File: config.mk
export PLATFORM = sky130hd
export DESIGN_NAME = mem_controller_top
export DESIGN_NICKNAME = d
export VERILOG_FILES = /design/src/hdl/mc_pkg.sv /design/src/hdl/region_decoder.sv /design/src/hdl/axi_write_engine.sv /design/src/hdl/axi_read_engine.sv /design/src/hdl/table_port_arbiter.sv /design/src/hdl/mem_controller_top.sv
export SDC_FILE = /design/constraint.sdc
export NUM_CORES = 1
export LEC_CHECK = 0
export BUFFER_PORTS_ARGS = -buffer_cell sky130_fd_sc_hd__buf_2
export CAP_MARGIN = 20
export CORE_ASPECT_RATIO = 1.1
export CORE_UTILIZATION = 55
export DETAILED_ROUTE_END_ITERATION = 10
export GPL_TIMING_DRIVEN = 0
export PLACE_DENSITY = 0.78
export SLEW_MARGIN = 25
export SYNTH_ARGS = -nofsm -noshare
export SYNTH_HDL_FRONTEND = slang
export SYNTH_SLANG_ARGS = --single-unit
File: constraint.sdc
create_clock -name clk_i -period 11.2 [get_ports clk_i]
set_input_delay 1.12 -clock clk_i [delete_from_list [all_inputs] [get_ports clk_i]]
set_output_delay 1.12 -clock clk_i [all_outputs]
set_load 0.02 [all_outputs]
File: src/hdl/mc_pkg.sv
// Memory controller package with bus widths, region map, response codes and channel structs
package mc_pkg;

    localparam int ID_W          = 4;
    localparam int ADDR_W        = 32;
    localparam int DATA_W        = 32;
    localparam int MAX_BURST_LEN = 16;
    localparam int OFFSET_W      = 13;
    localparam int ATT_ENTRY_W   = 31;

    // Region windows in byte addresses
    localparam logic [ADDR_W-1:0] ATT_BASE    = 32'h0000_0000;
    localparam logic [ADDR_W-1:0] ATT_SIZE    = 32'h0000_4000;
    localparam logic [ADDR_W-1:0] CLAUSE_BASE = 32'h0000_4000;
    localparam logic [ADDR_W-1:0] CLAUSE_SIZE = 32'h0001_E000;
    localparam logic [ADDR_W-1:0] VARCL1_BASE = 32'h0002_2000;
    localparam logic [ADDR_W-1:0] VARCL1_SIZE = 32'h0000_2000;
    localparam logic [ADDR_W-1:0] VARCL2_BASE = 32'h0002_4000;
    localparam logic [ADDR_W-1:0] VARCL2_SIZE = 32'h0000_2000;

    // AXI burst type encoding, only INCR is served
    localparam logic [1:0] BURST_INCR = 2'b01;

    typedef enum logic [1:0] {
        OKAY   = 2'b00,
        SLVERR = 2'b10
    } resp_e;

    typedef enum logic [2:0] {
        REG_ATT    = 3'd0,
        REG_CLAUSE = 3'd1,
        REG_VARCL1 = 3'd2,
        REG_VARCL2 = 3'd3,
        REG_NONE   = 3'd4
    } region_e;

    // Shared by AW and AR
    typedef struct packed {
        logic [ID_W-1:0]   id;
        logic [ADDR_W-1:0] addr;
        logic [7:0]        len;
        logic [2:0]        size;
        logic [1:0]        burst;
    } axi_addr_t;

    typedef struct packed {
        logic [DATA_W-1:0] data;
        logic              last;
    } axi_w_t;

    typedef struct packed {
        logic [ID_W-1:0] id;
        resp_e           resp;
    } axi_b_t;

    typedef struct packed {
        logic [ID_W-1:0]   id;
        logic [DATA_W-1:0] data;
        resp_e             resp;
        logic              last;
    } axi_r_t;

    typedef struct packed {
        region_e             region;
        logic                we;
        logic [OFFSET_W-1:0] offset;
        logic [DATA_W-1:0]   wdata;
    } table_req_t;

    // Only INCR bursts up to MAX_BURST_LEN beats pass
    function automatic logic burst_ok(logic [1:0] burst, logic [7:0] len);
        return (burst == BURST_INCR) && (len < MAX_BURST_LEN);
    endfunction

    // Keeps only the bits a region actually stores
    function automatic logic [DATA_W-1:0] shape_data(region_e region, logic [DATA_W-1:0] data);
        logic [DATA_W-1:0] shaped;
        shaped = '0;
        case (region)
            REG_ATT:                shaped[ATT_ENTRY_W-1:0] = data[ATT_ENTRY_W-1:0];
            REG_CLAUSE:             shaped = data;
            REG_VARCL1, REG_VARCL2: shaped[0] = data[0];
            default:                shaped = '0;
        endcase
        return shaped;
    endfunction

endpackage

File: src/hdl/region_decoder.sv
// Region decoder mapping a byte address to a table region and its local offset
module region_decoder (
    input  logic [mc_pkg::ADDR_W-1:0]   addr_i,
    output mc_pkg::region_e             region_o,
    output logic [mc_pkg::OFFSET_W-1:0] offset_o
);
    import mc_pkg::*;

    // Distance from each base, wraps high when below the base
    logic [ADDR_W-1:0] att_rel;
    logic [ADDR_W-1:0] clause_rel;
    logic [ADDR_W-1:0] varcl1_rel;
    logic [ADDR_W-1:0] varcl2_rel;

    assign att_rel    = addr_i - ATT_BASE;
    assign clause_rel = addr_i - CLAUSE_BASE;
    assign varcl1_rel = addr_i - VARCL1_BASE;
    assign varcl2_rel = addr_i - VARCL2_BASE;

    // First matching window wins
    always_comb begin
        region_o = REG_NONE;
        offset_o = '0;
        if (att_rel < ATT_SIZE) begin
            region_o = REG_ATT;
            offset_o = att_rel[OFFSET_W-1:0];
        end else if (clause_rel < CLAUSE_SIZE) begin
            region_o = REG_CLAUSE;
            offset_o = clause_rel[OFFSET_W-1:0];
        end else if (varcl1_rel < VARCL1_SIZE) begin
            region_o = REG_VARCL1;
            offset_o = varcl1_rel[OFFSET_W-1:0];
        end else if (varcl2_rel < VARCL2_SIZE) begin
            region_o = REG_VARCL2;
            offset_o = varcl2_rel[OFFSET_W-1:0];
        end
    end

endmodule

File: src/hdl/axi_write_engine.sv
// AXI write engine handling AW, W and B with one table write per accepted beat
module axi_write_engine (
    input  logic               clk_i,
    input  logic               rst_i,
    input  mc_pkg::axi_addr_t  aw_i,
    input  logic               aw_valid_i,
    output logic               aw_ready_o,
    input  mc_pkg::axi_w_t     w_i,
    input  logic               w_valid_i,
    output logic               w_ready_o,
    output mc_pkg::axi_b_t     b_o,
    output logic               b_valid_o,
    input  logic               b_ready_i,
    output mc_pkg::table_req_t req_o,
    output logic               req_valid_o
);
    import mc_pkg::*;

    typedef enum logic [1:0] {
        ST_IDLE,
        ST_ADDR,
        ST_DATA,
        ST_RESP
    } state_e;

    state_e state_q;
    state_e state_d;

    // Latched burst parameters
    logic [ID_W-1:0]   id_q;
    logic [ADDR_W-1:0] addr_q;
    logic [2:0]        size_q;

    logic [7:0] beat_q;
    logic       burst_ok_q;
    logic       err_q;

    logic                aw_xfer;
    logic                w_xfer;
    logic                b_xfer;
    logic [ADDR_W-1:0]   beat_addr;
    region_e             beat_region;
    logic [OFFSET_W-1:0] beat_offset;

    assign aw_ready_o = (state_q == ST_ADDR);
    assign w_ready_o  = (state_q == ST_DATA);
    assign b_valid_o  = (state_q == ST_RESP);

    assign aw_xfer = aw_valid_i && aw_ready_o;
    assign w_xfer  = w_valid_i && w_ready_o;
    assign b_xfer  = b_valid_o && b_ready_i;

    assign beat_addr = addr_q + (ADDR_W'(beat_q) << size_q);

    region_decoder u_decoder (
        .addr_i   (beat_addr),
        .region_o (beat_region),
        .offset_o (beat_offset)
    );

    always_comb begin
        state_d = state_q;
        case (state_q)
            ST_IDLE: state_d = ST_ADDR;
            ST_ADDR: if (aw_xfer) state_d = ST_DATA;
            ST_DATA: if (w_xfer && w_i.last) state_d = ST_RESP;
            ST_RESP: if (b_xfer) state_d = ST_ADDR;
            default: state_d = ST_IDLE;
        endcase
    end

    always_ff @(posedge clk_i or posedge rst_i) begin
        if (rst_i) begin
            state_q    <= ST_IDLE;
            beat_q     <= '0;
            burst_ok_q <= 1'b0;
            err_q      <= 1'b0;
        end else begin
            state_q <= state_d;
            if (aw_xfer) begin
                beat_q     <= '0;
                burst_ok_q <= burst_ok(aw_i.burst, aw_i.len);
                err_q      <= !burst_ok(aw_i.burst, aw_i.len);
            end else if (w_xfer) begin
                beat_q <= beat_q + 8'd1;
                if (beat_region == REG_NONE) begin
                    err_q <= 1'b1;
                end
            end
        end
    end

    always_ff @(posedge clk_i) begin
        if (aw_xfer) begin
            id_q   <= aw_i.id;
            addr_q <= aw_i.addr;
            size_q <= aw_i.size;
        end
    end

    // Failed bursts and out-of-range beats never reach a table
    assign req_valid_o = w_xfer && burst_ok_q && (beat_region != REG_NONE);

    always_comb begin
        req_o.region = beat_region;
        req_o.we     = 1'b1;
        req_o.offset = beat_offset;
        req_o.wdata  = shape_data(beat_region, w_i.data);
    end

    always_comb begin
        b_o.id   = id_q;
        b_o.resp = err_q ? SLVERR : OKAY;
    end

    a_b_stable: assert property (@(posedge clk_i) disable iff (rst_i)
        b_valid_o && !b_ready_i |=> b_valid_o && $stable(b_o));

endmodule

File: src/hdl/axi_read_engine.sv
// AXI read engine serving AR and R one beat at a time through the table bus
module axi_read_engine (
    input  logic                      clk_i,
    input  logic                      rst_i,
    input  mc_pkg::axi_addr_t         ar_i,
    input  logic                      ar_valid_i,
    output logic                      ar_ready_o,
    output mc_pkg::axi_r_t            r_o,
    output logic                      r_valid_o,
    input  logic                      r_ready_i,
    output mc_pkg::table_req_t        req_o,
    output logic                      req_valid_o,
    input  logic                      grant_i,
    input  logic [mc_pkg::DATA_W-1:0] tbl_rdata_i
);
    import mc_pkg::*;

    // BUS is the cycle the request sits on the table bus, CAP the cycle the data returns
    typedef enum logic [2:0] {
        ST_IDLE,
        ST_ADDR,
        ST_REQ,
        ST_BUS,
        ST_CAP,
        ST_PRESENT
    } state_e;

    state_e state_q;
    state_e state_d;

    logic [ID_W-1:0]   id_q;
    logic [ADDR_W-1:0] addr_q;
    logic [7:0]        len_q;
    logic [2:0]        size_q;

    logic [7:0] beat_q;
    logic       burst_ok_q;
    axi_r_t     r_q;

    logic                ar_xfer;
    logic                r_xfer;
    logic                skip;
    logic                last_beat;
    logic [ADDR_W-1:0]   beat_addr;
    region_e             beat_region;
    logic [OFFSET_W-1:0] beat_offset;

    assign ar_ready_o = (state_q == ST_ADDR);
    assign r_valid_o  = (state_q == ST_PRESENT);

    assign ar_xfer = ar_valid_i && ar_ready_o;
    assign r_xfer  = r_valid_o && r_ready_i;

    assign beat_addr = addr_q + (ADDR_W'(beat_q) << size_q);
    assign last_beat = (beat_q == len_q);

    region_decoder u_decoder (
        .addr_i   (beat_addr),
        .region_o (beat_region),
        .offset_o (beat_offset)
    );

    // Beats with no valid table target are answered locally
    assign skip = !burst_ok_q || (beat_region == REG_NONE);

    always_comb begin
        state_d = state_q;
        case (state_q)
            ST_IDLE: state_d = ST_ADDR;
            ST_ADDR: if (ar_xfer) state_d = ST_REQ;
            ST_REQ: begin
                if (skip) begin
                    state_d = ST_PRESENT;
                end else if (grant_i) begin
                    state_d = ST_BUS;
                end
            end
            ST_BUS:  state_d = ST_CAP;
            ST_CAP:  state_d = ST_PRESENT;
            ST_PRESENT: begin
                if (r_xfer) begin
                    state_d = last_beat ? ST_ADDR : ST_REQ;
                end
            end
            default: state_d = ST_IDLE;
        endcase
    end

    always_ff @(posedge clk_i or posedge rst_i) begin
        if (rst_i) begin
            state_q    <= ST_IDLE;
            beat_q     <= '0;
            burst_ok_q <= 1'b0;
        end else begin
            state_q <= state_d;
            if (ar_xfer) begin
                beat_q     <= '0;
                burst_ok_q <= burst_ok(ar_i.burst, ar_i.len);
            end else if (r_xfer && !last_beat) begin
                beat_q <= beat_q + 8'd1;
            end
        end
    end

    always_ff @(posedge clk_i) begin
        if (ar_xfer) begin
            id_q   <= ar_i.id;
            addr_q <= ar_i.addr;
            len_q  <= ar_i.len;
            size_q <= ar_i.size;
        end
    end

    // Registered R beat, held until the master takes it
    always_ff @(posedge clk_i) begin
        if (state_q == ST_REQ && skip) begin
            r_q.id   <= id_q;
            r_q.data <= '0;
            r_q.resp <= SLVERR;
            r_q.last <= last_beat;
        end else if (state_q == ST_CAP) begin
            r_q.id   <= id_q;
            r_q.data <= shape_data(beat_region, tbl_rdata_i);
            r_q.resp <= OKAY;
            r_q.last <= last_beat;
        end
    end

    assign r_o = r_q;

    assign req_valid_o = (state_q == ST_REQ) && !skip;

    always_comb begin
        req_o.region = beat_region;
        req_o.we     = 1'b0;
        req_o.offset = beat_offset;
        req_o.wdata  = '0;
    end

    a_r_stable: assert property (@(posedge clk_i) disable iff (rst_i)
        r_valid_o && !r_ready_i |=> r_valid_o && $stable(r_o));

endmodule

File: src/hdl/table_port_arbiter.sv
// Table bus arbiter registering write or read requests, with writes served first
module table_port_arbiter (
    input  logic               clk_i,
    input  logic               rst_i,
    input  mc_pkg::table_req_t wr_req_i,
    input  logic               wr_valid_i,
    input  mc_pkg::table_req_t rd_req_i,
    input  logic               rd_valid_i,
    output logic               rd_grant_o,
    output mc_pkg::table_req_t tbl_req_o,
    output logic               tbl_req_valid_o
);
    import mc_pkg::*;

    // Write requests cannot stall, so the read waits out any write
    assign rd_grant_o = rd_valid_i && !wr_valid_i;

    always_ff @(posedge clk_i or posedge rst_i) begin
        if (rst_i) begin
            tbl_req_valid_o <= 1'b0;
        end else begin
            tbl_req_valid_o <= wr_valid_i || rd_grant_o;
        end
    end

    always_ff @(posedge clk_i) begin
        if (wr_valid_i) begin
            tbl_req_o <= wr_req_i;
        end else if (rd_grant_o) begin
            tbl_req_o <= rd_req_i;
        end
    end

    // A read that meets a write stays pending while the write takes the bus
    a_write_first: assert property (@(posedge clk_i) disable iff (rst_i)
        rd_valid_i && wr_valid_i |=> rd_valid_i && tbl_req_valid_o && tbl_req_o.we);

endmodule

File: src/hdl/mem_controller_top.sv
// AXI4 slave memory controller top joining the write and read engines to the table bus
module mem_controller_top (
    input  logic                      clk_i,
    input  logic                      rst_i,
    input  mc_pkg::axi_addr_t         aw_i,
    input  logic                      aw_valid_i,
    output logic                      aw_ready_o,
    input  mc_pkg::axi_w_t            w_i,
    input  logic                      w_valid_i,
    output logic                      w_ready_o,
    output mc_pkg::axi_b_t            b_o,
    output logic                      b_valid_o,
    input  logic                      b_ready_i,
    input  mc_pkg::axi_addr_t         ar_i,
    input  logic                      ar_valid_i,
    output logic                      ar_ready_o,
    output mc_pkg::axi_r_t            r_o,
    output logic                      r_valid_o,
    input  logic                      r_ready_i,
    output mc_pkg::table_req_t        tbl_req_o,
    output logic                      tbl_req_valid_o,
    input  logic [mc_pkg::DATA_W-1:0] tbl_rdata_i
);
    import mc_pkg::*;

    table_req_t wr_req;
    logic       wr_req_valid;
    table_req_t rd_req;
    logic       rd_req_valid;
    logic       rd_grant;

    axi_write_engine u_write_engine (
        .clk_i       (clk_i),
        .rst_i       (rst_i),
        .aw_i        (aw_i),
        .aw_valid_i  (aw_valid_i),
        .aw_ready_o  (aw_ready_o),
        .w_i         (w_i),
        .w_valid_i   (w_valid_i),
        .w_ready_o   (w_ready_o),
        .b_o         (b_o),
        .b_valid_o   (b_valid_o),
        .b_ready_i   (b_ready_i),
        .req_o       (wr_req),
        .req_valid_o (wr_req_valid)
    );

    axi_read_engine u_read_engine (
        .clk_i       (clk_i),
        .rst_i       (rst_i),
        .ar_i        (ar_i),
        .ar_valid_i  (ar_valid_i),
        .ar_ready_o  (ar_ready_o),
        .r_o         (r_o),
        .r_valid_o   (r_valid_o),
        .r_ready_i   (r_ready_i),
        .req_o       (rd_req),
        .req_valid_o (rd_req_valid),
        .grant_i     (rd_grant),
        .tbl_rdata_i (tbl_rdata_i)
    );

    table_port_arbiter u_arbiter (
        .clk_i           (clk_i),
        .rst_i           (rst_i),
        .wr_req_i        (wr_req),
        .wr_valid_i      (wr_req_valid),
        .rd_req_i        (rd_req),
        .rd_valid_i      (rd_req_valid),
        .rd_grant_o      (rd_grant),
        .tbl_req_o       (tbl_req_o),
        .tbl_req_valid_o (tbl_req_valid_o)
    );

endmodule

Yosys cells after proc, flatten, opt, wreduce, memory -nomap -nowiden
Index checks and enable logic that the tools add are counted.

Flip-flop bits (word level): 198. Output and inout port bits: 100. Word-level logic and storage cells: 152.

$add $sub $neg: 10. $lt $le $gt $ge: 10. Equality and inequality tests: 26. Shift-type cells: 2. Multiplexer cells: 44. Reduce and logical (&&, ||, !) cells: 37.

Operators by type and width (number): $lt 32x14->1 const B (4); $sub 32x18->32 const B (4); $mux 13 (8); $mux 49 (2); $mux 39 (2); $add 32x32->32 (2); $lt 32x15->1 const B (2); $lt 32x17->1 const B (2); $shl 8x3->32 (2); $sub 32x15->32 const B (2); $mux 30 (2); $mux 3 (12); $mux 8 (4); $eq 3x2->1 const B (6); $pmux 3 s6 (1); $add 8x1->8 const B (2); $lt 8x5->1 const B (2); $logic_and 1x1->1 (14); $eq 3x3->1 const B (4); $mux 2 (5); $ne 2x2->1 const B (5); $reduce_bool 2->1 (5); $eq 3x1->1 const B (3); $logic_not 3->1 (3); 14 further kinds (31).

Logic depth before layout (Yosys ltp)
Gate-level depths: netlist of the first run.

Depth after elaboration: 16. Mapped depth: 26.

Hierarchy
From an unflattened synthesis of the first run, not the netlist that was laid out.

Cell total of the unflattened synthesis: 1151. Area total of the unflattened synthesis: 12394.4 um2.

By module, submodules not included: axi_read_engine (instances 1, cells each 514, area an instance 5089.9 um2, seq. area each 2522.4 um2); axi_write_engine (instances 1, cells each 343, area an instance 3509.6 um2, seq. area each 1471.4 um2); table_port_arbiter (instances 1, cells each 108, area an instance 2356.0 um2, seq. area each 1496.4 um2); region_decoder (instances 2, cells each 93, area an instance 719.4 um2, seq. area each 0.0 um2).

Least setup slack after synthesis of the first run
Ideal clock, no wire load.

Path type: register -> register. Start point: reg u_write_engine.size_q[0]. End point: reg u_arbiter.tbl_req_o[0] (netlist name). Library setup time: 0.407 ns. Arrival time: 6.256 ns. Required time: 10.793 ns. Slack: 4.537 ns. Stages on the path, launching flop included: 26. Clock period less this slack: 6.663 ns. Path through: edfxtp_1 clkbuf_1 mux2_2 nand2_1 o21ai_0 and2_1 ha_1 buf_2 and4_4 and3_1 a22o_1 nor2_1 xnor2_1 inv_1 ha_1 inv_1 nor2_1 o2111ai_1 a2111o_1 or4b_4 a2111oi_4 a21oi_1 or2_1 buf_6 buf_6 nand2_1.

Word-level cells in the longest chain between the ends: 13.

Ends and longest elaborated chain: from (decl) (RTL line axi_write_engine.sv:32) `logic [2:0] size_q;`; from (signal assigned) (RTL line axi_write_engine.sv:97) `size_q <= aw_i.size;`; $shl 8x3->32 (*) (RTL line axi_write_engine.sv:53) `assign beat_addr = addr_q + (ADDR_W'(beat_q) << size_q);`; $add 32x32->32 (*) (RTL line axi_write_engine.sv:53); $sub 32x18->32 (RTL line region_decoder.sv:18) `assign varcl2_rel = addr_i - VARCL2_BASE;`; $lt 32x14->1 (RTL line region_decoder.sv:33) `end else if (varcl2_rel < VARCL2_SIZE) begin`; $mux 3 (RTL line region_decoder.sv:33); $mux 3 (RTL line region_decoder.sv:30) `end else if (varcl1_rel < VARCL1_SIZE) begin`; $mux 3 (RTL line region_decoder.sv:27) `end else if (clause_rel < CLAUSE_SIZE) begin`; $mux 3 (*) (RTL line region_decoder.sv:24) `if (att_rel < ATT_SIZE) begin`; $ne 3x3->1 (*) (RTL line axi_write_engine.sv:102) `assign req_valid_o = w_xfer && burst_ok_q && (beat_region != REG_NONE);`; $logic_and 1x1->1 (*) (RTL line axi_write_engine.sv:102); $logic_not 1->1 (RTL line table_port_arbiter.sv:16) `assign rd_grant_o = rd_valid_i && !wr_valid_i;`; $logic_and 1x1->1 (RTL line table_port_arbiter.sv:16); $reduce_bool 2->1 (no source line) (*).

Mark *: on every way between the ends. The rest lies on a longest branch, timed or not. A chain may end at the register's enable or synchronous reset.

Final worst setup path of the first run
Start point: reg u_read_engine.size_q[1]. End point: reg u_arbiter.tbl_req_o[3] (netlist name).

Word-level cells in the longest chain between the ends: 14.

Ends and longest elaborated chain: from (decl) (RTL line axi_read_engine.sv:34) `logic [2:0] size_q;`; from (signal assigned) (RTL line axi_read_engine.sv:110) `size_q <= ar_i.size;`; $shl 8x3->32 (*) (RTL line axi_read_engine.sv:54) `assign beat_addr = addr_q + (ADDR_W'(beat_q) << size_q);`; $add 32x32->32 (*) (RTL line axi_read_engine.sv:54); $sub 32x18->32 (RTL line region_decoder.sv:18); $lt 32x14->1 (RTL line region_decoder.sv:33); $mux 3 (RTL line region_decoder.sv:33); $mux 3 (RTL line region_decoder.sv:30); $mux 3 (RTL line region_decoder.sv:27); $mux 3 (*) (RTL line region_decoder.sv:24); $eq 3x3->1 (*) (RTL line axi_read_engine.sv:64) `assign skip = !burst_ok_q || (beat_region == REG_NONE);`; $logic_or 1x1->1 (*) (RTL line axi_read_engine.sv:64); $logic_not 1->1 (*) (RTL line axi_read_engine.sv:131) `assign req_valid_o = (state_q == ST_REQ) && !skip;`; $logic_and 1x1->1 (*) (RTL line axi_read_engine.sv:131); $logic_and 1x1->1 (*) (RTL line table_port_arbiter.sv:16); $reduce_bool 2->1 (no source line) (*).

Marked as above.

==> qor.csv, run 1 <==
stage;metric;value;unit
run_status;status;completed;
synthesis;synth-xor-area-share;0.0568;
synthesis;yosys.area_share.simple;0.182;
detailed_routing;initialDrtViolationCount;832;
synthesis;async_flop_share;0.126;
global_route;grt-ovfl-total;0;
sta;hold_viol;0;
critical_path;required;11.28;ns
final_layout;drive_gt1_frac;0.255;
floorplanning;fp.dieW;142;um
detailed_routing;vias_per_cell;6.03;
sta;grt_setup_unrepaired;no;
final_layout;layout_commonest_cell;buf_2;
global_route;grt_pass1_vias;9771;
job;maxCapViolCount;0;
synthesis;ys_seq_area_frac;0.461;
synthesis;synth_compound_area_frac;0.190;
detailed_routing;routed_wl;32.5;mm
floorplanning;core-area;21200;um2
clock_network;clkLatencyLatePin;0.45;ns
floorplanning;row_count;56;
floorplanning;io_pins;270;
synthesis;ys.warnings.count;0;
sta;skew;0.0125;ns
critical_path;crit_fanout;49;
pwr;ir_drop;0.120;mV
clock_network;cts_root_buf;clkbuf_16;
sta;tightestPinTransition;0.813;ns
synthesis;synth_flop_cell;edfxtp_1;
place;dpl.hpwl;25.6;mm
synthesis;yosysUniqueCellTypes;93;
floorplanning;fp.dieH;156;um
clock_network;cts_tree;yes;
sta;slew_viol_final;0;
synthesis;synth_area;11900;um2
synthesis;synthAdderAreaFrac;0.0434;
pwr;p_per_area;161;nW/um2
detailed_routing;wl_per_cell;18.5;um
global_route;grt_antenna_before_repair;4;
pwr;leakage;5.71;nW
clock_network;clock_path_buffers;2;
sta;worst_slack;3.99;ns
place;finalWeightedCongestion;0.934;
critical_path;endpoint_kind;flip-flop;
detailed_routing;firstDrtPassIters;5;
sta;fmax;139;MHz
clock_network;htreeDepth;4;
synthesis;postSynthCellCount;1160;
sta;setup_tns;0;ns
final_layout;nets;1656;
global_route;grt_max_degree;50;
place;dp_slack;4.28;ns
detailed_routing;num_vias;10600;
clock_network;cts.clk_slew.worst_paths;0.08;ns
final_layout;area_growth;19.7;%
clock_network;post_cts_resize_count;0;
global_route;track_usage;0.292;
floorplanning;start_util;0.560;
clock_network;clock-sinks;198;
clock_network;cts_buffers;17;
place;io_buffers;263;
clock_network;cts_hold_buffers;0;
synthesis;synth-edff-count;139;
detailed_routing;drc_errors;0;
critical_path;critPathLaunchType;flip-flop;
synthesis;syn_area_per_cell;10.2;um2
synthesis;synth.mux.area_fraction;0.0341;
synthesis;synth_top_family_by_area;compound AO/OA/AOI/OAI gates;
synthesis;ys_seq_elements;198;
global_route;grt_pass1_wl;49.8;mm
sta;finalSetupViolations;0;
sta;relSlewSlack;0.455;
sta;finalCriticalPeriod;7.21;ns
sta;final.period_utilization;0.643;
clock_network;post_cts_buffers;0;
floorplanning;fp.dieArea;22200;um2
sta;whs;0.478;ns
min_path;hold_path_class;reg2reg;
final_layout;final_cell_mix;buf_2, edfxtp_1, nand2_1;
critical_path;crit_type;reg2reg;
critical_path;cp.arrival;7.28;ns
detailed_routing;ant_nets;0;
state kept, by name (all words and copies together) (netlist names):
signal / cells
u_read_engine.burst_ok_q: 1
u_read_engine.size_q: 3
u_write_engine.burst_ok_q: 1
u_write_engine.size_q: 3
u_read_engine.addr_q: 32
u_read_engine.id_q: 4
u_arbiter.tbl_req_valid_o: 1
u_write_engine.addr_q: 32
u_read_engine.state_q: 3
u_read_engine.beat_q: 8
u_write_engine.beat_q: 8
u_read_engine.len_q: 8
u_write_engine.state_q: 2
u_write_engine.err_q: 1
u_write_engine.id_q: 4
u_arbiter.tbl_req_o: 49
u_read_engine.r_o: 38
logic make-up (layout without fill, tap and decap cells):
kind of cell	Yosys count	count (layout)
xor gates and xnor gates	77	77
other	1	6
adders and majority gates	40	40
DFF	198	198
and+or+nand+nor	410	410
muxes	37	37
AOI/OAI and AO/OA	310	310
buffers and inverters	87	384
final cells by class:
type / count / area, um2
diodes: 3 / 7.51
plain buffers: 57 / 277
clock buffers: 18 / 439
clock inverters: 14 / 150
fillers: 1718 / 7010
inverters: 30 / 113
multi-input cells: 877 / 6030
flip-flops and latches: 198 / 5480
well taps: 290 / 363
repair buffers: 265 / 1360
power breakdown:
group / total [mW] / switching (mW) / internal [mW]
sequential: 0.951 / 0.0659 / 0.885
combinational: 0.724 / 0.464 / 0.260
clock: 0.619 / 0.313 / 0.306
total: 2.29 / 0.843 / 1.45
path summary, 6_finish.rpt:
| check | from | to | slack [ns] | depth (start not counted) |
|---|---|---|---|---|
| max | u_read_engine.size_q[1]$_DFFE_PP_ | u_arbiter.tbl_req_o[3]$_DFFE_PP_ | 3.99 | 22 |
| min | u_read_engine.r_o[13]$_SDFFE_PP0N_ | u_read_engine.r_o[13]$_SDFFE_PP0N_ | 0.48 | 1 |
| max reg2reg | u_read_engine.size_q[1]$_DFFE_PP_ | u_arbiter.tbl_req_o[3]$_DFFE_PP_ | 3.99 | 22 |
| min reg2reg | u_read_engine.r_o[13]$_SDFFE_PP0N_ | u_read_engine.r_o[13]$_SDFFE_PP0N_ | 0.48 | 1 |
| max in group asynchronous | rst_i | u_read_engine.burst_ok_q$_DFFE_PP0P_ | 10.08 | 2 |
| min in group asynchronous | rst_i | u_write_engine.state_q[0]$_DFFE_PP0P_ | 0.72 | 2 |
per-layer routing:
metal | GRT usage | wire [um] | up-vias
li1 | - | - | 5038
met3 | 0.0531 | 2050 | 67
met4 | 0.117 | 961 | 2
met5 | 0 | 13 | -
met1 | 0.354 | 13500 | 5004
met2 | 0.511 | 16000 | 461
worst max-delay path: stages (launching register included):
cell and delay, ns:
edfxtp_1 0.44, clkbuf_1 0.43, mux2i_1 0.29, o22ai_1 0.12
and2_1 0.20, ha_1 0.35, a211oi_1 0.43, o21ai_0 0.27
a221oi_2 0.50, nand2_1 0.20, xor2_1 0.44, inv_1 0.11
ha_1 0.26, xnor2_1 0.18, a221oi_1 0.26, a31oi_1 0.07
o32ai_1 0.20, nand4_1 0.15, a2111oi_0 0.44, o221ai_1 0.36
a31o_2 0.35, buf_2 0.22, nand2_4 0.53
cell usage after synthesis, types with 25 or more instances:
| cell | instances | area [um2] |
|---|---|---|
| edfxtp_1 | 139 | 4170 |
| nand2_1 | 89 | 334 |
| nor2_1 | 85 | 319 |
| and3_1 | 54 | 338 |
| a21oi_1 | 51 | 255 |
| o21ai_0 | 48 | 240 |
| xnor2_1 | 40 | 350 |
| ha_1 | 38 | 475 |
| xor2_1 | 37 | 324 |
| a22o_1 | 34 | 298 |
| dfxtp_1 | 34 | 681 |
| clkbuf_1 | 32 | 120 |
| inv_1 | 29 | 109 |
| nand3_1 | 29 | 145 |
| nand4_1 | 29 | 181 |
| nor3_1 | 29 | 145 |
| dfrtp_1 | 25 | 626 |
through the flow:
stage	utilization	total power [mW]	instances	cell area, um2
after CTS	0.670	2.30	1749	14200
after floorplan	-	1.46	1162	11900
after global routing	0.670	2.41	1751	14200
after global placement	0.639	1.65	1715	13600
after detailed placement	0.642	1.68	1717	13600
final	0.670	2.29	1752	14200
Note: power is estimated with default switching activity, not from simulation.
==> run 2, diff against run 1 <==
- CORE_UTILIZATION: 55 -> 50
- PLACE_DENSITY: 0.78 -> 0.75
- clock period: 11.2 -> 5.9 ns (I/O delays scaled with it)
==> run 2 against run 1 <==
  * Clock skew rose by 0.0016 ns
  * Core utilization shrank 2.6 points
  * Flip-flop and latch count stayed put
  * Largest cell class unchanged
  * First-iteration DRC count fell by 6.6%
  * Largest power group unchanged
  * Clock power is 89% higher
==> qor.csv, run 2 (synthesis results as in run 1) <==
stage;metric;value;unit
run_status;status;completed;
detailed_routing;wl_per_cell;18.9;um
detailed_routing;num_vias;10600;
sta;slew_viol_final;0;
final_layout;top_register;u_arbiter.tbl_req_o;
sta;skew;0.0141;ns
critical_path;r2r_cells;23;
floorplanning;fp.dieW;149;um
sta;finalCriticalPeriod;5.79;ns
critical_path;critPathLaunchType;flip-flop;
final_layout;nets;1675;
final_layout;largest_reg_flops;49;
critical_path;crit_slowest_cell;or4b_4;
place;finalWeightedCongestion;0.951;
place;placed_cell_area;13600;um2
pwr;finalPower;4.48;mW
clock_network;cts_hold_buffers;0;
sta;worst_slack;0.112;ns
detailed_routing;firstDrtPassIters;8;
critical_path;cp.arrival;5.96;ns
clock_network;clkLatencyLatePin;0.44;ns
sta;whs;0.223;ns
final_layout;final_cell_mix;buf_2, edfxtp_1, nand2_1;
place;dp_slack;-0.882;ns
final_layout;fillerInstances;1903;
floorplanning;row_count;58;
sta;relSlewSlack;0.410;
place;io_buffers;263;
final_layout;layout_commonest_cell;buf_2;
floorplanning;fp.dieArea;24400;um2
critical_path;reg2reg_to;u_arbiter.tbl_req_o[34]$_DFFE_PP_;
min_path;hold_path_class;in2async;
detailed_routing;drc_errors;0;
sta;finalSetupViolations;0;
detailed_routing;initialDrtViolationCount;777;
floorplanning;core-area;23100;um2
floorplanning;start_util;0.515;
clock_network;clock_path_buffers;2;
critical_path;timing.rr.start;u_write_engine.size_q[0]$_DFFE_PP_;
global_route;grt_max_degree;53;
pwr;leakage;5.92;nW
global_route;track_usage;0.269;
clock_network;cts.clk_slew.worst_paths;0.08;ns
critical_path;path_cells;buf_6, nand2b_1, mux2_2, o21ai_1, ha_2, and3_4, and3_1, a22o_4, nor2_4, xnor2_4, inv_2, ha_2, inv_1, nor2_1, o2111ai_1, a2111o_1, or4b_4, a2111oi_4, a21oi_2, or2_1, buf_6, buf_12, mux2i_4;
detailed_routing;routed_wl;33.7;mm
place;dpl.hpwl;25.1;mm
sta;setup_tns;0;ns
place;place_inst;1727;
floorplanning;io_pins;270;
critical_path;required;6.07;ns
detailed_routing;ant_nets;0;
pwr;ir_drop;0.219;mV
global_route;grt_pass1_wl;51.1;mm
clock_network;cts_buffers;17;
final_layout;final_area;14800;um2
sta;fmax;173;MHz
pwr;p_per_area;302;nW/um2
floorplanning;fp.dieH;164;um
sta;final.period_utilization;0.981;
clock_network;cts_root_buf;clkbuf_16;
final_layout;area_growth;25.0;%
global_route;grt_antenna_before_repair;1;
sta;tightestPinTransition;0.877;ns
critical_path;worst_path_largest_cell_delay;0.54;ns
critical_path;endpoint_kind;flip-flop;
clock_network;cts_tree;yes;
final_layout;finalNonFillerCells;1779;
job;maxCapViolCount;0;
critical_path;rrSetupSlack;0.11;ns
final_layout;drive_gt1_frac;0.307;
detailed_routing;vias_per_cell;5.96;
sta;hold_viol;0;
clock_network;clock-sinks;198;
clock_network;htreeDepth;4;
global_route;grt_pass1_vias;9786;
critical_path;crit_type;reg2reg;
critical_path;crit_fanout;15;
final_layout;post-route-util;0.643;
global_route;grt-ovfl-total;0;
[run 2: cell count changes in the layout (fill, tap and decap cells not counted), sizes merged]
cell	change
buf	+19
clkbuf	-5
nand2	+5
diode	-2
clkinv	+1
inv	-1
[run 2: timing repair]
action / in CTS / in global routing
gates resized for setup: 38 / 64
buffers inserted: 8 / 11
pin swaps: 6 / 18
endpoints found under the setup margin: 112 / 112
gates cloned: 3 / 2
[run 2: layout make-up]
class,count,area (um2),area share
Antenna cell,1,2.50,0.000169
Inverter,30,113,0.00758
Tap cell,300,375,0.0253
Buffer,52,292,0.0196
Multi-Input combinational cell,882,6500,0.437
Sequential cell,198,5480,0.369
Timing Repair Buffer,284,1510,0.102
Clock inverter,14,130,0.00876
Clock buffer,18,450,0.0303
[run 2: worst max-delay path by stage]
stage                                                   from                                 to
after CTS                 u_write_engine.size_q[0]$_DFFE_PP_  u_arbiter.tbl_req_o[34]$_DFFE_PP_
after floorplan           u_write_engine.size_q[0]$_DFFE_PP_   u_arbiter.tbl_req_o[0]$_DFFE_PP_
after global routing      u_write_engine.size_q[0]$_DFFE_PP_  u_arbiter.tbl_req_o[34]$_DFFE_PP_
final                     u_write_engine.size_q[0]$_DFFE_PP_  u_arbiter.tbl_req_o[34]$_DFFE_PP_
after global placement     u_read_engine.size_q[1]$_DFFE_PP_     u_read_engine.r_o[0]$_DFFE_PP_
after detailed placement   u_read_engine.size_q[0]$_DFFE_PP_     u_read_engine.r_o[0]$_DFFE_PP_
[run 2: worst max-delay path, delay by kind of cell, from the launching register on]
family / cells / cell delay [ns]
muxes: 2 / 0.54
xor gates and xnor gates: 1 / 0.17
DFF: 1 / 0.49
and+or+nand+nor: 7 / 1.64
AOI/OAI and AO/OA: 6 / 1.37
adders and majority gates: 2 / 0.67
buffers and inverters: 5 / 0.63
[run 2: metal layers]
layer | vias to the layer above | GRT usage | part of all wire
met5 | - | 0 | 0
met4 | 0 | 0.109 | 0.033
met1 | 4994 | 0.343 | 0.42
li1 | 5084 | - | -
met2 | 467 | 0.460 | 0.48
met3 | 60 | 0.0366 | 0.066
[run 2: where the power goes]
group	switching (mW)	internal, mW	leakage [nW]
sequential	0.128	1.68	1.79
combinational	0.927	0.570	3.84
clock	0.587	0.587	0.293
total	1.64	2.84	5.92
==> run 3, diff against run 2 <==
- RECOVER_POWER: unset -> 50
==> run 3 against run 2 <==
  * Flip-flop and latch count unchanged
  * Fmax increased by 0.12%
  * Clock-buffer cell count did not move
  * Sequential power about the same
  * Power hardly changed
  * Via count rose by 0.36%
  * Register-to-register slack about the same
  * Non-clock buffer count did not move
  * Worst setup slack improved by 0.0067 ns
  * Worst hold slack better by 0.081 ns
  * Cell area decreased by 0.84%
==> qor.csv, run 3 (synthesis results as in run 1) <==
stage;metric;value;unit
floorplanning;fp.dieH;164;um
final_layout;nets;1675;
sta;slew_viol_final;0;
critical_path;crit_type;reg2reg;
clock_network;clock_path_buffers;2;
floorplanning;row_count;58;
final_layout;largest_reg_flops;49;
pwr;finalPower;4.48;mW
sta;worst_slack;0.119;ns
place;dp_slack;-0.882;ns
pwr;ir_drop;0.219;mV
floorplanning;core-area;23100;um2
clock_network;cts_tree;yes;
place;finalWeightedCongestion;0.951;
clock_network;cts_buffers;17;
global_route;track_usage;0.269;
global_route;grt_pass1_wl;51.1;mm
floorplanning;io_pins;270;
clock_network;clkLatencyLatePin;0.45;ns
final_layout;area_growth;24.0;%
clock_network;cts_root_buf;clkbuf_16;
floorplanning;start_util;0.515;
critical_path;cp-endpoint;u_arbiter.tbl_req_o[34]$_DFFE_PP_;
critical_path;rrSetupSlack;0.12;ns
clock_network;cts_hold_buffers;0;
critical_path;r2r_cells;23;
global_route;grt_antenna_before_repair;1;
sta;fmax;173;MHz
critical_path;endpoint_kind;flip-flop;
final_layout;post-route-util;0.638;
detailed_routing;wl_per_cell;19.1;um
final_layout;layout_commonest_cell;buf_2;
critical_path;timing.rr.start;u_write_engine.size_q[0]$_DFFE_PP_;
final_layout;fillerInstances;1949;
pwr;p_per_area;304;nW/um2
sta;final.period_utilization;0.980;
pwr;leakage;5.67;nW
sta;tightestPinTransition;1.15;ns
detailed_routing;routed_wl;34.0;mm
sta;finalCriticalPeriod;5.78;ns
job;maxCapViolCount;0;
critical_path;required;6.08;ns
detailed_routing;num_vias;10600;
clock_network;htreeDepth;4;
run_status;status;completed;
clock_network;cts.clk_slew.worst_paths;0.08;ns
floorplanning;fp.dieArea;24400;um2
place;placed_cell_area;13600;um2
critical_path;cp.arrival;5.96;ns
critical_path;reg2reg_to;u_arbiter.tbl_req_o[34]$_DFFE_PP_;
global_route;grt_max_degree;53;
sta;skew;0.0148;ns
detailed_routing;drc_errors;0;
sta;hold_viol;0;
sta;finalSetupViolations;0;
critical_path;crit_fanout;15;
final_layout;final_cell_mix;buf_2, edfxtp_1, clkbuf_1;
global_route;grt-ovfl-total;0;
critical_path;crit_start;u_write_engine.size_q[0]$_DFFE_PP_;
detailed_routing;vias_per_cell;5.98;
place;dpl.hpwl;25.1;mm
min_path;hold_path_class;in2reg;
sta;relSlewSlack;0.230;
place;io_buffers;263;
critical_path;critPathLaunchType;flip-flop;
global_route;grt_pass1_vias;9786;
detailed_routing;ant_nets;0;
floorplanning;fp.dieW;149;um
detailed_routing;initialDrtViolationCount;795;
final_layout;top_register;u_arbiter.tbl_req_o;
final_layout;final_area;14700;um2
detailed_routing;firstDrtPassIters;5;
clock_network;clock-sinks;198;
final_layout;drive_gt1_frac;0.240;
sta;whs;0.304;ns
==> run 3: cell count changes in the layout (fill, tap and decap cells not counted), sizes merged <==
cell / before / now
buf: 309 / 213
clkbuf: 45 / 141
==> run 3: worst min path at each step <==
stage	start	endpoint	slack, ns	cells after the start
global placement	u_read_engine.r_o[33]$_SDFFE_PP0N_	u_read_engine.r_o[33]$_SDFFE_PP0N_	0.46	1
detailed placement	u_read_engine.r_o[4]$_SDFFE_PP0N_	u_read_engine.r_o[4]$_SDFFE_PP0N_	0.46	1
finish	ar_i[27]	u_read_engine.addr_q[14]$_DFFE_PP_	0.30	1
floorplan	u_read_engine.id_q[0]$_DFFE_PP_	u_read_engine.r_o[35]$_DFFE_PP_	0.50	1
global route	ar_i[32]	u_read_engine.addr_q[19]$_DFFE_PP_	0.30	1
CTS	rst_i	u_write_engine.beat_q[4]$_DFFE_PP0P_	0.24	2
==> run 3: area by class of cell <==
| class | count | area (um2) | share of cell area |
|---|---|---|---|
| clock buffers | 18 | 450 | 0.0306 |
| plain buffers | 52 | 287 | 0.0195 |
| multi-input cells | 882 | 6500 | 0.441 |
| flip-flops and latches | 198 | 5480 | 0.372 |
| clock inverters | 14 | 130 | 0.00884 |
| repair buffers | 284 | 1390 | 0.0944 |
| diodes | 1 | 2.50 | 0.000170 |
| inverters | 30 | 113 | 0.00765 |
| well taps | 300 | 375 | 0.0255 |
==> run 3: report_power, final <==
group	switching [mW]	total, mW	internal [mW]
logic	0.928	1.49	0.561
registers	0.128	1.81	1.68
clock network	0.593	1.18	0.587
total	1.65	4.48	2.83
==> run 3: through the flow <==
step / cells / setup TNS (ns)
3_3_place_gp: 1725 / -69.28
6_report: 1779 / 0
3_5_place_dp: 1727 / -82.99
2_1_floorplan: 1162 / 0
5_1_grt: 1779 / -0.155
4_1_cts: 1768 / 0
==> run 3: worst max-delay path, cell delays in order, from the launching register on <==
cell and delay, ns:
edfxtp_1 0.49, buf_6 0.18, nand2b_1 0.17, mux2_2 0.31, o21ai_1 0.17, ha_2 0.35
and3_4 0.18, and3_1 0.20, a22o_4 0.27, nor2_4 0.19, xnor2_4 0.17, inv_2 0.10
ha_2 0.32, inv_1 0.03, nor2_1 0.10, o2111ai_1 0.12, a2111o_1 0.41, or4b_4 0.54
a2111oi_4 0.25, a21oi_2 0.13, or2_1 0.26, buf_6 0.14, buf_12 0.18, mux2i_4 0.22
==> run 3: what timing repair did <==
item	4_1_cts	5_1_grt
setup endpoints to repair	112	112
buffers inserted	8	11
hold endpoints to repair	0	0
cloned	3	2
gates resized for setup	38	64
pin swaps	6	18
==> run 3: per-layer routing <==
metal	routed length [um]	global-route usage
met5	0	0
met4	1110	0.109
met3	2180	0.0366
met2	16300	0.460
met1	14400	0.343
